<file path="config.mk">
export PLATFORM = sky130hd
export DESIGN_NAME = rx_frame_reader
export DESIGN_NICKNAME = d
export VERILOG_FILES = /design/src/hdl/rx_queue_pkg.sv /design/src/hdl/rx_frame_reader.sv
export SDC_FILE = /design/constraint.sdc
export NUM_CORES = 1
export LEC_CHECK = 0
export BUFFER_PORTS_ARGS = -buffer_cell sky130_fd_sc_hd__clkbuf_2
export CAP_MARGIN = 15
export CORE_MARGIN = 4
export CORE_UTILIZATION = 45
export CTS_CLUSTER_DIAMETER = 200
export CTS_CLUSTER_SIZE = 20
export DETAILED_ROUTE_END_ITERATION = 6
export GPL_TIMING_DRIVEN = 0
export PLACE_DENSITY = 0.8
export SLEW_MARGIN = 25
export SYNTH_ARGS = -nofsm -noshare
export SYNTH_HDL_FRONTEND = slang
export SYNTH_SLANG_ARGS = --single-unit
</file>
<file path="constraint.sdc">
create_clock -name RxClk -period 2.7 [get_ports RxClk]
set_clock_uncertainty 0.1 [all_clocks]
set_input_delay 0.27 -clock RxClk [delete_from_list [all_inputs] [get_ports RxClk]]
set_output_delay 0.27 -clock RxClk [all_outputs]
set_load 0.05 [all_outputs]
</file>
<file path="src/hdl/rx_queue_pkg.sv">
package rx_queue_pkg;

// Frame length field, counts bytes after the SFD including the FCS
localparam int BYTE_COUNT_W = 12;

// One queue word, earlier byte in [15:8]
typedef logic [15:0] rx_word_t;

// ------------------------------------------------------------
// Per-frame status record, one per frame in the status queue
// ------------------------------------------------------------
typedef struct packed {
    logic [7:0]              spare;          // Always zero
    logic                    overflow;       // Word queue dropped a pair
    logic                    line_err;       // rx_err seen during the frame
    logic                    preamble_err;   // Bad preamble count or SFD
    logic                    crc_err;        // FCS mismatch
    logic [7:0]              first_byte;     // First byte after the SFD
    logic [BYTE_COUNT_W-1:0] byte_count;
} rx_status_t;

// Frame goes to the flush path if any error flag is up
function automatic logic status_bad(input rx_status_t s);
    return s.crc_err | s.preamble_err | s.line_err | s.overflow;
endfunction

endpackage

</file>
<file path="src/hdl/rx_frame_reader.sv">
`timescale 1ns/100ps

module rx_frame_reader
    import rx_queue_pkg::*;
(
    input  logic        RxClk,
    input  logic        rst_n,
    input  rx_status_t  status_head,
    input  logic        status_empty,
    input  rx_word_t    word_head,
    input  logic        word_empty,
    input  logic        recv_busy,      // Host has taken the frame
    output logic        status_pop,
    output logic        word_pop,
    output logic        recv_request,   // Level, good frame waiting
    output rx_status_t  recv_status,
    output logic        recv_ready,     // One pulse per word
    output rx_word_t    recv_word,
    output logic [15:0] good_frames,
    output logic [15:0] bad_frames
);

typedef enum logic [1:0] {
    ST_IDLE,
    ST_REQ_WAIT,
    ST_DELIVER,
    ST_FLUSH
} rd_state_t;

rd_state_t               state;
logic [BYTE_COUNT_W-1:0] words_left;    // Words still queued for this frame
logic [1:0]              phase;         // Word cadence, 0..2
logic [BYTE_COUNT_W-1:0] frame_words;

// Bytes rounded up to whole words
assign frame_words = {1'b0, status_head.byte_count[BYTE_COUNT_W-1:1]}
                   + status_head.byte_count[0];

assign recv_word = word_head;   // Head is valid while recv_ready is up

// ------------------------------------------------------------
// Frame FSM
// ------------------------------------------------------------
always_ff @(posedge RxClk or negedge rst_n) begin
    if (!rst_n) begin
        state        <= ST_IDLE;
        words_left   <= '0;
        phase        <= 2'd0;
        status_pop   <= 1'b0;
        word_pop     <= 1'b0;
        recv_request <= 1'b0;
        recv_ready   <= 1'b0;
        good_frames  <= 16'd0;
        bad_frames   <= 16'd0;
    end else begin
        status_pop <= 1'b0;
        word_pop   <= 1'b0;
        recv_ready <= 1'b0;
        case (state)
        ST_IDLE: begin
            phase <= 2'd0;
            if (!status_empty) begin
                status_pop <= 1'b1;            // Record latched below
                words_left <= frame_words;
                if (status_bad(status_head)) begin
                    bad_frames <= bad_frames + 16'd1;
                    state      <= ST_FLUSH;
                end else begin
                    good_frames  <= good_frames + 16'd1;
                    recv_request <= 1'b1;
                    state        <= ST_REQ_WAIT;
                end
            end
        end
        ST_REQ_WAIT: begin
            if (recv_busy) begin               // Host acknowledged
                recv_request <= 1'b0;
                state        <= ST_DELIVER;
            end
        end
        ST_DELIVER: begin
            if (words_left == '0) begin
                state <= ST_IDLE;
            end else if (recv_busy) begin      // Busy low freezes the cadence
                if (phase == 2'd0) begin
                    if (!word_empty) begin
                        recv_ready <= 1'b1;
                        word_pop   <= 1'b1;     // Same cycle as the ready pulse
                        words_left <= words_left - 1'b1;
                        phase      <= 2'd1;
                    end
                end else begin
                    phase <= (phase == 2'd2) ? 2'd0 : phase + 2'd1;
                end
            end
        end
        ST_FLUSH: begin
            // One pop per cycle, stops early if the queue runs dry
            if (words_left == '0 || word_empty) begin
                state <= ST_IDLE;
            end else begin
                word_pop   <= 1'b1;
                words_left <= words_left - 1'b1;
            end
        end
        default: state <= ST_IDLE;
        endcase
    end
end

// Status shown to the host
always_ff @(posedge RxClk) begin
    if (state == ST_IDLE && !status_empty)
        recv_status <= status_head;
end

endmodule

</file>
=== Word-level counts from Yosys, hierarchy flattened ===
Cells that the tools add are included.

* Register bits: 84
* Input port bits: 53
* Word-level logic and storage cells: 88

* Add/sub/neg operators: 5
* Equal/unequal tests: 15
* Mux-type cells: 32
* Bitwise gates (word level): 5
* Reductions and logical operators: 15

{| class="wikitable"
|+ Operators with widths
! kind !! count
|-
| 12-bit 2-to-1 mux || 6
|-
| 12-bit one-hot mux with 3 select lines || 1
|-
| 16-bit by 1-bit adder with 16-bit output (second input constant) || 2
|-
| 2-bit 2-to-1 mux || 10
|-
| 2-bit != test (second input constant) || 10
|-
| 11-bit by 1-bit adder with 12-bit output || 1
|-
| 12-bit zero test || 1
|-
| 4-bit AND reduction || 3
|-
| 12-bit by 1-bit subtractor with 12-bit output (second input constant) || 1
|-
| 1-bit 2-to-1 mux || 11
|-
| 2-bit one-hot mux with 4 select lines || 1
|-
| 7-bit AND reduction || 1
|-
| 2-bit equality test (second input constant) || 3
|-
| 3-bit AND reduction || 2
|-
| 2-bit zero test || 2
|-
| 1-bit one-hot mux with 2 select lines || 2
|-
| 2-bit one-hot mux with 2 select lines || 1
|-
| 2-bit nonzero test || 2
|-
| 3-bit != test (second input constant) || 1
|-
| 1-bit OR || 3
|-
| 3-bit nonzero test || 1
|-
| 2-bit by 1-bit adder with 2-bit output (second input constant) || 1
|-
| 2-bit by 1-bit equality test with 1-bit output (second input constant) || 1
|-
| 1-bit inverter || 2
|-
| other kinds (3) || 3
|}

=== Longest topological paths before layout ===
Gate-level depths: netlist of the first run.

* Depth after elaboration: 6
* Mapped depth: 8
* Mapped depth without buffers: 6

=== Worst setup path before layout of the first run ===
No wires, ideal clock.

* Kind: reg2reg
* Start: register state[1]
* End: register good_frames[15]
* Arrival: 1901 ps
* Data required time: 2518 ps
* Path slack: 618 ps
* Cell stages (with the launch flop): 9
* Path buffers: 3
* Clock period less this slack: 2082 ps
* Path through: dfrtp_1 buf_6 or3_4 buf_6 clkinv_2 buf_8 nand4_4 nor4_4 xor2_1

* Cells in the longest elaborated chain, start to end: 2

{| class="wikitable"
|+ RTL lines
! element !! line !! text
|-
| from (decl) || rx_frame_reader.sv:30 || <nowiki>rd_state_t state;</nowiki>
|-
| from (signal assigned) || rx_frame_reader.sv:46 || <nowiki>state <= ST_IDLE;</nowiki>
|-
| from (signal assigned) || rx_frame_reader.sv:67 || <nowiki>state <= ST_FLUSH;</nowiki>
|-
| from (signal assigned) || rx_frame_reader.sv:71 || <nowiki>state <= ST_REQ_WAIT;</nowiki>
|-
| 2-bit zero test || rx_frame_reader.sv:59 || <nowiki>case (state)</nowiki>
|-
| 3-bit AND reduction (no line) || n/a ||
|-
| to (signal assigned) || rx_frame_reader.sv:69 || <nowiki>good_frames <= good_frames + 16'd1;</nowiki>
|-
| to (decl) || rx_frame_reader.sv:19 || <nowiki>output logic [15:0] good_frames,</nowiki>
|}

Every way passes these cells.
A chain may end at the register's enable or synchronous reset.

=== Final worst setup path of the first run ===
* Start: register words_left[0]
* End: register words_left[0]

* Cells in the longest elaborated chain, start to end: 6
* Elaborated cells on any way between the ends: 12
* Classes of those cells: add/sub (1); eq/ne (2); mux (6); reduce/logical (3)

{| class="wikitable"
|+ RTL lines
! element !! line !! text
|-
| from (decl) || rx_frame_reader.sv:31 || <nowiki>logic [BYTE_COUNT_W-1:0] words_left;</nowiki>
|-
| from (signal assigned) || rx_frame_reader.sv:64 || <nowiki>words_left <= frame_words;</nowiki>
|-
| from (signal assigned) || rx_frame_reader.sv:89 || <nowiki>words_left <= words_left - 1'b1;</nowiki>
|-
| from (signal assigned) || rx_frame_reader.sv:103 || <nowiki>words_left <= words_left - 1'b1;</nowiki>
|-
| 12-bit by 1-bit subtractor with 12-bit output || rx_frame_reader.sv:89, rx_frame_reader.sv:103 ||
|-
| 12-bit 2-to-1 mux || rx_frame_reader.sv:86 || <nowiki>if (!word_empty) begin</nowiki>
|-
| 12-bit 2-to-1 mux || rx_frame_reader.sv:85 || <nowiki>if (phase == 2'd0) begin</nowiki>
|-
| 12-bit 2-to-1 mux || rx_frame_reader.sv:84 || <nowiki>end else if (recv_busy) begin</nowiki>
|-
| 12-bit 2-to-1 mux || rx_frame_reader.sv:82 || <nowiki>if (words_left == '0) begin</nowiki>
|-
| 12-bit one-hot mux with 3 select lines || rx_frame_reader.sv:59 ||
|}

Several ways; a longest one is shown, not always the timed one. The select of a mux whose other input is x is not followed.

==> results of run 1 <==
==> cells in the mapped netlist (2+ instances only) <==
master,instances,area share
dfrtp_1,52,0.32
edfxtp_1,32,0.24
nand3_1,20,0.025
nand2_1,18,0.017
nor3_1,18,0.022
xnor2_1,17,0.037
xor2_1,17,0.037
buf_4,16,0.030
nor2_1,15,0.014
inv_1,14,0.013
a31oi_1,9,0.014
a311oi_1,7,0.015
ha_1,6,0.019
nand4_1,6,0.0093
o21ai_0,6,0.0074
clkbuf_1,5,0.0046
nor4_1,5,0.0077
nor4_2,5,0.015
o21a_1,5,0.0093
mux2i_1,4,0.0099
nor2b_1,4,0.0062
nor3_2,4,0.0099
a21oi_1,3,0.0037
and4_1,3,0.0065
buf_1,3,0.0028
buf_2,3,0.0037
buf_6,3,0.0083
nor3b_1,3,0.0056
o31ai_1,3,0.0056
or3_1,3,0.0046
or4_1,3,0.0056
and2_1,2,0.0031
mux2_2,2,0.0056
nand2b_1,2,0.0031
o41ai_1,2,0.0043
==> state kept, by name, summed over array words and instances, names as in the netlist, 2 cells and up <==
name	flops
recv_status	32
bad_frames	16
good_frames	16
words_left	12
phase	2
state	2
==> cells by family after synthesis <==
family,after synthesis,synth area share
XOR/XNOR,34,0.0735
buffers and inverters,46,0.0670
flip-flops,84,0.558
adder cells (fa/ha/maj),6,0.0185
AO/OA/AOI/OAI,45,0.0809
AND/OR/NAND/NOR,122,0.186
multiplexers,6,0.0154
==> report_power, final <==
group | internal [mW] | switching, mW
logic | 0.519 | 1.17
registers | 1.61 | 0.243
clock network | 0.362 | 0.521
==> what timing repair did <==
item                                   in CTS  in global routing
buffers inserted                            0                  0
hold buffers                               18                  1
endpoints found under the hold margin      69                  1
==> per-layer routing <==
| layer | GRT usage | routed length (µm) |
|---|---|---|
| met1 | 0.216 | 3880 |
| met2 | 0.288 | 4520 |
| met5 | 0 | 0 |
| met3 | 0.0447 | 769 |
| met4 | 0.0568 | 127 |
==> cell type report <==
class	count	area, µm²	share of cell area
Tap cell	108	135	0.0261
Multi-Input combinational cell	213	1520	0.294
Clock inverter	7	67.6	0.0131
Clock buffer	9	124	0.0239
Inverter	15	57.6	0.0111
Timing Repair Buffer	139	793	0.153
Buffer	31	214	0.0414
Sequential cell	84	2260	0.437
==> worst reg2reg max path: cells and delay by family, from the launching register on <==
family        cells  cell delay, ps
fa+ha+maj         1             190
buf+inv           1             130
simple gates      3            1230
mux               1             210
flops             1             420
==> final timing paths <==
kind	start	to	slack, ps	cells past startpoint
max	words_left[0]$_DFFE_PN0P_	words_left[0]$_DFFE_PN0P_	360	6
min	status_head[20]	recv_status[20]$_DFFE_PP_	10	1
max reg2reg	words_left[0]$_DFFE_PN0P_	words_left[0]$_DFFE_PN0P_	360	6
min reg2reg	bad_frames[15]$_DFFE_PN0P_	bad_frames[15]$_DFFE_PN0P_	370	1
max in group asynchronous	rst_n	status_pop$_DFF_PN0_	1590	2
min in group asynchronous	rst_n	bad_frames[15]$_DFFE_PN0P_	410	2
==> through the flow <==
stage | area (µm²) | utilization
floorplan | 4050 | -
global placement | 4790 | 0.546
detailed placement | 4790 | 0.547
CTS | 5160 | 0.589
global route | 5170 | 0.590
finish | 5170 | 0.590
==> cell usage in the layout (no fill, tap or decap), types with 4 or more instances in the layout <==
master and n:
nor2b_1 4, dlygate4sd3_1 19, nand3_1 20, nand4_1 6
xnor2_1 17, mux2i_1 4, a31oi_1 9, nor3_1 18
clkbuf_8 9, nor4_1 5, nand2_1 18, nor4_2 5
o21a_1 5, buf_4 16, ha_1 6, a311oi_1 7
o21ai_0 6, xor2_1 17, nor3_2 4, clkbuf_2 119
edfxtp_1 32, dfrtp_1 52, nor2_1 15, clkbuf_1 5
inv_1 14
==> results.md, run 1 <==
- Final std cells w/o fill: 606
- I/O Pins: 137
- Register bit total from synthesis: 84
- Fmax: 427 MHz
- CTS tree: done
- Commonest register cell after synthesis: dfrtp_1
- Pin count of the biggest net entering global routing: 53
- Initial Utilization: 0.462
- Cts bufs inserted: 9
- Final worst slack: 356 ps
- Final net count: 552
- Fraction of registers with async set/reset: 0.619
- Fin. Hold Viols: 0
- Worst Path Required: 2890 ps
- Remaining Overflow, GRT: 0
- Worst path buffer plus inverter count: 1
- Initial antenna violation count: 0
- Final setup TNS: 0 ps
- Via Count: 3247
- Ratio of cells with drive above 1 in the final layout: 0.357
- Reg clk slew, reported paths: 100 ps
- # DRC: 0
- Setup crit end kind: flip-flop
- Port bufs: 120
- Total GRT Usage: 0.172
- # resized after CTS: 0
- Crit-path leading delay family: simple AND/OR/NAND/NOR gates
- Min Tclk post-route: 2340 ps
- Run status: finished clean
- Clock root cell: clkbuf_8
- Clk buf depth: 2
- Worst path max stage delay: 500 ps
- Initial DRC Count: 169
- Die width: 103 µm
- Post-Syn Instances: 343
- Crit-path cells: inv_1 > ha_1 > nor3b_1 > nand4_1 > nand2_1 > mux2i_1
- Final Setup Violations: 0
- Synth warnings: 0
- Worst VDD drop: 0.000309 V
- Power per Cell Area: 856 mW/mm²
- CTS Sinks: 84
- Worst rel slew slack: 0.518
- Post-synth EDFFs: 32
- Slowest stage cell, crit path: nand4_1
- Die area: 0.0106 mm²
- WL per Instance: 15.3 µm
- Max cap viols: 0
- First-pass DRT Iterations: 4
- Unrepaired setup endpoints after global routing: false
- Via/cell ratio: 5.36
- H-tree depth: 3
- Detailed Place HPWL: 6570 µm
- Sequential-to-total area share from yosys stat: 0.558
- Vias in the first global route: 3063
- Post-Syn Nets: 402
- Power consumption: 4.43 mW
- Diodes inserted: 0
- Max Slew Vio Count: 0
- Syn Area/Cell: 11.8 µm²
- # placed instances: 571
- First-pass GRT wire length: 14400 µm
- Worst Setup Path Type: reg2reg
- Leak: 2.35 nW
- Crit share post-route: 0.868
- Post-route ant nets: 0
- CP startpoint kind: flip-flop
- Row cnt: 34
- RePlAce Congestion: 0.891
- FILL cells: 720
- DP Worst Slack: 400 ps
- Hold WC Path Type: in2reg
- Actual slew at the worst max-slew pin: 723 ps
- Die H: 103 µm
- Crit Path Max Fanout: 10
- Area growth, synth to finish: 27.6%
- Floorplan core area: 0.00876 mm²
- Clk Latency, worst-skew pair: 360 ps
- Synth Cell Area: 0.00405 mm²
- Arr. time, crit path: 2530 ps
- WL final: 9290 µm
- Netlist cell types: 58
- Final hold slack: 11.8 ps
Note: power is estimated with default switching activity, not from simulation.
==> run 2: changes to the inputs <==
==> constraint.sdc (replaced) <==
create_clock -name RxClk -period 2.7 [get_ports RxClk]
set_clock_uncertainty 0.1 [all_clocks]
set_input_delay 0.54 -clock RxClk [delete_from_list [all_inputs] [get_ports RxClk]]
set_output_delay 0.54 -clock RxClk [all_outputs]
set_load 0.05 [all_outputs]
==> results.md, run 2 (same netlist as run 1, synthesis figures left out) <==
- Run status: finished clean
- Max Slew Vio Count: 0
- Final worst slack: 390 ps
- # DRC: 0
- Grt met2 use: 0.276
- Diodes inserted: 0
- Largest register FFs: 32
- Min Tclk post-route: 2310 ps
- H-tree depth: 3
- Worst VDD drop: 0.000308 V
- Final Setup Violations: 0
- Start of the worst register-to-register path: words_left[0]$_DFFE_PN0P_
- Via/cell ratio: 5.40
- WL per Instance: 15.1 µm
- Clock root cell: clkbuf_8
- Initial Utilization: 0.462
- Die width: 103 µm
- Final hold slack: 130 ps
- Power per Cell Area: 882 mW/mm²
- Crit share post-route: 0.855
- Power consumption: 4.39 mW
- Post-route ant nets: 0
- Clk buf depth: 2
- Final setup TNS: 0 ps
- Worst path max stage delay: 490 ps
- Initial DRC Count: 138
- First-pass GRT wire length: 14000 µm
- Via Count: 3172
- Reg clk slew, reported paths: 100 ps
- Crit-path leading delay family: simple AND/OR/NAND/NOR gates
- # resized after CTS: 0
- Ratio of cells with drive above 1 in the final layout: 0.372
- WL final: 8880 µm
- # hold bufs at CTS: 0
- First-pass DRT Iterations: 4
- Commonest non-fill, non-tap cells in the layout: clkbuf_2, dfrtp_1, edfxtp_1
- Crit Path Max Fanout: 10
- Worst Setup Path Type: reg2reg
- Fmax: 433 MHz
- Worst rel slew slack: 0.526
- Vias in the first global route: 2996
- Detailed Place HPWL: 6570 µm
- Actual slew at the worst max-slew pin: 711 ps
- DP Worst Slack: 254 ps
- CP Depth: 6
- Postcts setup bufs: 0
- Total GRT Usage: 0.167
- Leak: 2.27 nW
- Final net count: 533
- Fin. Hold Viols: 0
- Hold WC Path Type: in2async
- Die area: 0.0106 mm²
- Row cnt: 34
- Initial antenna violation count: 0
- Arr. time, crit path: 2500 ps
- Area growth, synth to finish: 22.9%
- Worst path buffer plus inverter count: 1
- I/O Pins: 137
- Worst Path Required: 2890 ps
- Commonest non-fill, non-tap cell in the layout: clkbuf_2
- CP startpoint kind: flip-flop
- Reg2reg end: words_left[0]$_DFFE_PN0P_
- Die H: 103 µm
- RePlAce Congestion: 0.891
- R2R depth: 6
- Remaining Overflow, GRT: 0
- Max cap viols: 0
- Crit-path cells: inv_1 > ha_1 > nor3b_1 > nand4_1 > nand2_1 > mux2i_1
- Pin count of the biggest net entering global routing: 53
- Grt met3 use: 0.0426
- Port bufs: 120
- Largest registers: recv_status (32), bad_frames (16), good_frames (16)
- Floorplan core area: 0.00876 mm²
- GR Util met1: 0.214
- Clk Latency, worst-skew pair: 360 ps
- Unrepaired setup endpoints after global routing: false
- Cts bufs inserted: 9
- CTS tree: done
- Reg2Reg Setup Slack: 390 ps
- Setup crit end kind: flip-flop
- Largest Register: recv_status
- Slowest stage cell, crit path: nand4_1
- Global route hottest layer: met2
- CTS Sinks: 84
run 2: worst register-to-register path, cell delays in order (launching register included):
cell and delay [ps]:
dfrtp_1 420, inv_1 130, ha_1 190, nor3b_1 410, nand4_1 490, nand2_1 300, mux2i_1 210
run 2: how the worst max path moves through the flow:
| stage | slack (ps) | end | startpoint |
|---|---|---|---|
| finish | 390 | words_left[0]$_DFFE_PN0P_ | words_left[0]$_DFFE_PN0P_ |
| global route | 240 | words_left[0]$_DFFE_PN0P_ | words_left[0]$_DFFE_PN0P_ |
| CTS | 370 | bad_frames[10]$_DFFE_PN0P_ | state[1]$_DFFE_PN0P_ |
| detailed placement | 250 | good_frames[14]$_DFFE_PN0P_ | status_head[21] |
| global placement | 270 | good_frames[15]$_DFFE_PN0P_ | status_head[21] |
| floorplan | 610 | good_frames[15]$_DFFE_PN0P_ | status_empty |
run 2: metal layers:
metal  vias to the layer above  share of wire
met3                        10          0.084
met2                       122           0.48
li1                       1509              -
met5                         -              0
met1                      1531           0.42
met4                         0          0.013
run 2: report_power, final:
part           switching (mW)  leakage, nW  internal, mW  total (mW)
clock                   0.522       0.0962         0.362       0.884
combinational            1.16         1.24         0.501        1.66
sequential              0.235        0.933          1.61        1.85
total                    1.92         2.27          2.47        4.39
run 2: cell type report:
type	count	area, µm²
fill	748	3780
sequential	84	2260
multi-input combinational	213	1520
timing repair buffer	120	603
buffer	31	214
tap	108	135
clock buffer	9	124
clock inverter	7	67.6
inverter	15	57.6
run 2: per-stage QoR:
step	std cells	cell area, µm²	util
5_1_grt	587	4980	0.569
2_1_floorplan	343	4050	-
6_report	587	4980	0.569
4_1_cts	587	4980	0.569
3_5_place_dp	571	4790	0.547
3_3_place_gp	571	4790	0.546
==> run 3: changes to the inputs <==
--- a/config.mk
+++ b/config.mk
@@ -7,13 +7,13 @@
 export LEC_CHECK = 0
 export BUFFER_PORTS_ARGS = -buffer_cell sky130_fd_sc_hd__clkbuf_2
 export CAP_MARGIN = 15
-export CORE_MARGIN = 4
-export CORE_UTILIZATION = 45
+export CORE_MARGIN = 2
+export CORE_UTILIZATION = 30
 export CTS_CLUSTER_DIAMETER = 200
 export CTS_CLUSTER_SIZE = 20
 export DETAILED_ROUTE_END_ITERATION = 6
 export GPL_TIMING_DRIVEN = 0
-export PLACE_DENSITY = 0.8
+export PLACE_DENSITY = 0.59
 export SLEW_MARGIN = 25
 export SYNTH_ARGS = -nofsm -noshare
 export SYNTH_HDL_FRONTEND = slang
==> results.md, run 3 (same netlist as run 1, synthesis figures left out) <==
- WL final: 9250 µm
- Initial antenna violation count: 0
- Worst rel slew slack: 0.484
- Final Setup Violations: 0
- Leak: 2.32 nW
- Post-route ant nets: 0
- Ratio of cells with drive above 1 in the final layout: 0.365
- FILL cells: 1332
- Largest registers: recv_status (32), bad_frames (16), good_frames (16)
- Slowest stage cell, crit path: nand4_1
- R2R depth: 6
- Diodes inserted: 0
- Actual slew at the worst max-slew pin: 774 ps
- Run status: finished clean
- Power per Cell Area: 913 mW/mm²
- Arr. time, crit path: 2520 ps
- Fmax: 423 MHz
- Total GRT Usage: 0.131
- Area growth, synth to finish: 27.4%
- Initial DRC Count: 208
- WL per Instance: 14.1 µm
- Worst VDD drop: 0.000297 V
- Pin count of the biggest net entering global routing: 53
- Via Count: 3146
- Fin. Hold Viols: 0
- Initial Utilization: 0.306
- Commonest non-fill, non-tap cells in the layout: clkbuf_2, dfrtp_1, edfxtp_1
- Cts bufs inserted: 9
- Reg clk slew, reported paths: 60 ps
- DP Worst Slack: 31.2 ps
- Hold WC Path Type: in2async
- CP Depth: 6
- Crit share post-route: 0.876
- Final setup TNS: 0 ps
- Worst Path Required: 2850 ps
- CTS tree: done
- Die width: 120 µm
- # hold bufs at CTS: 0
- CP startpoint kind: flip-flop
- RePlAce Congestion: 0.834
- Commonest non-fill, non-tap cell in the layout: clkbuf_2
- Row cnt: 42
- First-pass GRT wire length: 14900 µm
- CTS Sinks: 84
- Crit-path cells: inv_1 > ha_1 > nor3b_1 > nand4_1 > nand2_1 > mux2i_1
- Worst path buffer plus inverter count: 1
- Setup crit end kind: flip-flop
- Remaining Overflow, GRT: 0
- Die H: 120 µm
- Final net count: 533
- First-pass DRT Iterations: 5
- H-tree depth: 3
- Largest register FFs: 32
- Max cap viols: 0
- Worst Setup Path Type: reg2reg
- Largest Register: recv_status
- Detailed Place HPWL: 6620 µm
- Die area: 0.0145 mm²
- Worst path max stage delay: 490 ps
- Via/cell ratio: 4.80
- Final worst slack: 335 ps
- Clk buf depth: 2
- Floorplan core area: 0.0132 mm²
- Max Slew Vio Count: 0
- Unrepaired setup endpoints after global routing: false
- Min Tclk post-route: 2370 ps
- Vias in the first global route: 2983
- Crit Path Max Fanout: 10
- Clk Latency, worst-skew pair: 340 ps
- Postcts setup bufs: 0
- I/O Pins: 137
- Port bufs: 120
- # resized after CTS: 0
- Crit-path leading delay family: simple AND/OR/NAND/NOR gates
- Clock root cell: clkbuf_16
- Finished Core Util: 0.390
- # DRC: 0
## run 3: cell types whose count changed in the layout (fill, tap and decap cells not counted), moves of 2 or more
cell	change
clkinv_2	+2
inv_6	-2
clkbuf_16	+9
inv_8	-3
clkbuf_1	+2
clkbuf_8	-9
## run 3: path summary, 6_finish.rpt
kind	startpoint	to	slack (ps)
worst max-delay path	words_left[0]$_DFFE_PN0P_	words_left[1]$_DFFE_PN0P_	330
worst min-delay path	rst_n	bad_frames[13]$_DFFE_PN0P_	170
worst max register to register	words_left[0]$_DFFE_PN0P_	words_left[1]$_DFFE_PN0P_	330
worst min register to register	good_frames[15]$_DFFE_PN0P_	good_frames[15]$_DFFE_PN0P_	370
max in group asynchronous	rst_n	good_frames[6]$_DFFE_PN0P_	1780
min in group RxClk	status_head[17]	recv_status[17]$_DFFE_PP_	280
## run 3: metal layers
layer / up-vias / track usage / routed length, µm
li1: 1507 / - / -
met1: 1505 / 0.174 / 4190
met2: 121 / 0.202 / 4220
met3: 13 / 0.0316 / 679
met4: 0 / 0.0589 / 159
met5: - / 0 / 0
## run 3: power by group
part	leakage (nW)	internal, mW	switching [mW]
logic	1.24	0.502	1.17
registers	0.933	1.62	0.233
clock network	0.141	0.712	0.481
total	2.32	2.83	1.88
## run 3: through the flow
stage / hold WS, ps / total power [mW] / cell area (µm²) / cells
final: 170 / 4.71 / 5160 / 655
after global routing: 262 / 4.98 / 5160 / 655
after CTS: 232 / 4.76 / 5160 / 655
after detailed placement: 360 / 3.54 / 4880 / 639
after global placement: 357 / 3.50 / 4870 / 639
after floorplan: 144 / 3.11 / 4050 / 343
## run 3: cell type report
type	instances	area (µm²)	area share
Timing Repair Buffer	120	603	0.117
Buffer	31	214	0.0415
Clock inverter	5	52.6	0.0102
Multi-Input combinational cell	213	1520	0.294
Inverter	15	57.6	0.0112
Sequential cell	84	2260	0.438
Clock buffer	11	233	0.0451
Tap cell	176	220	0.0427
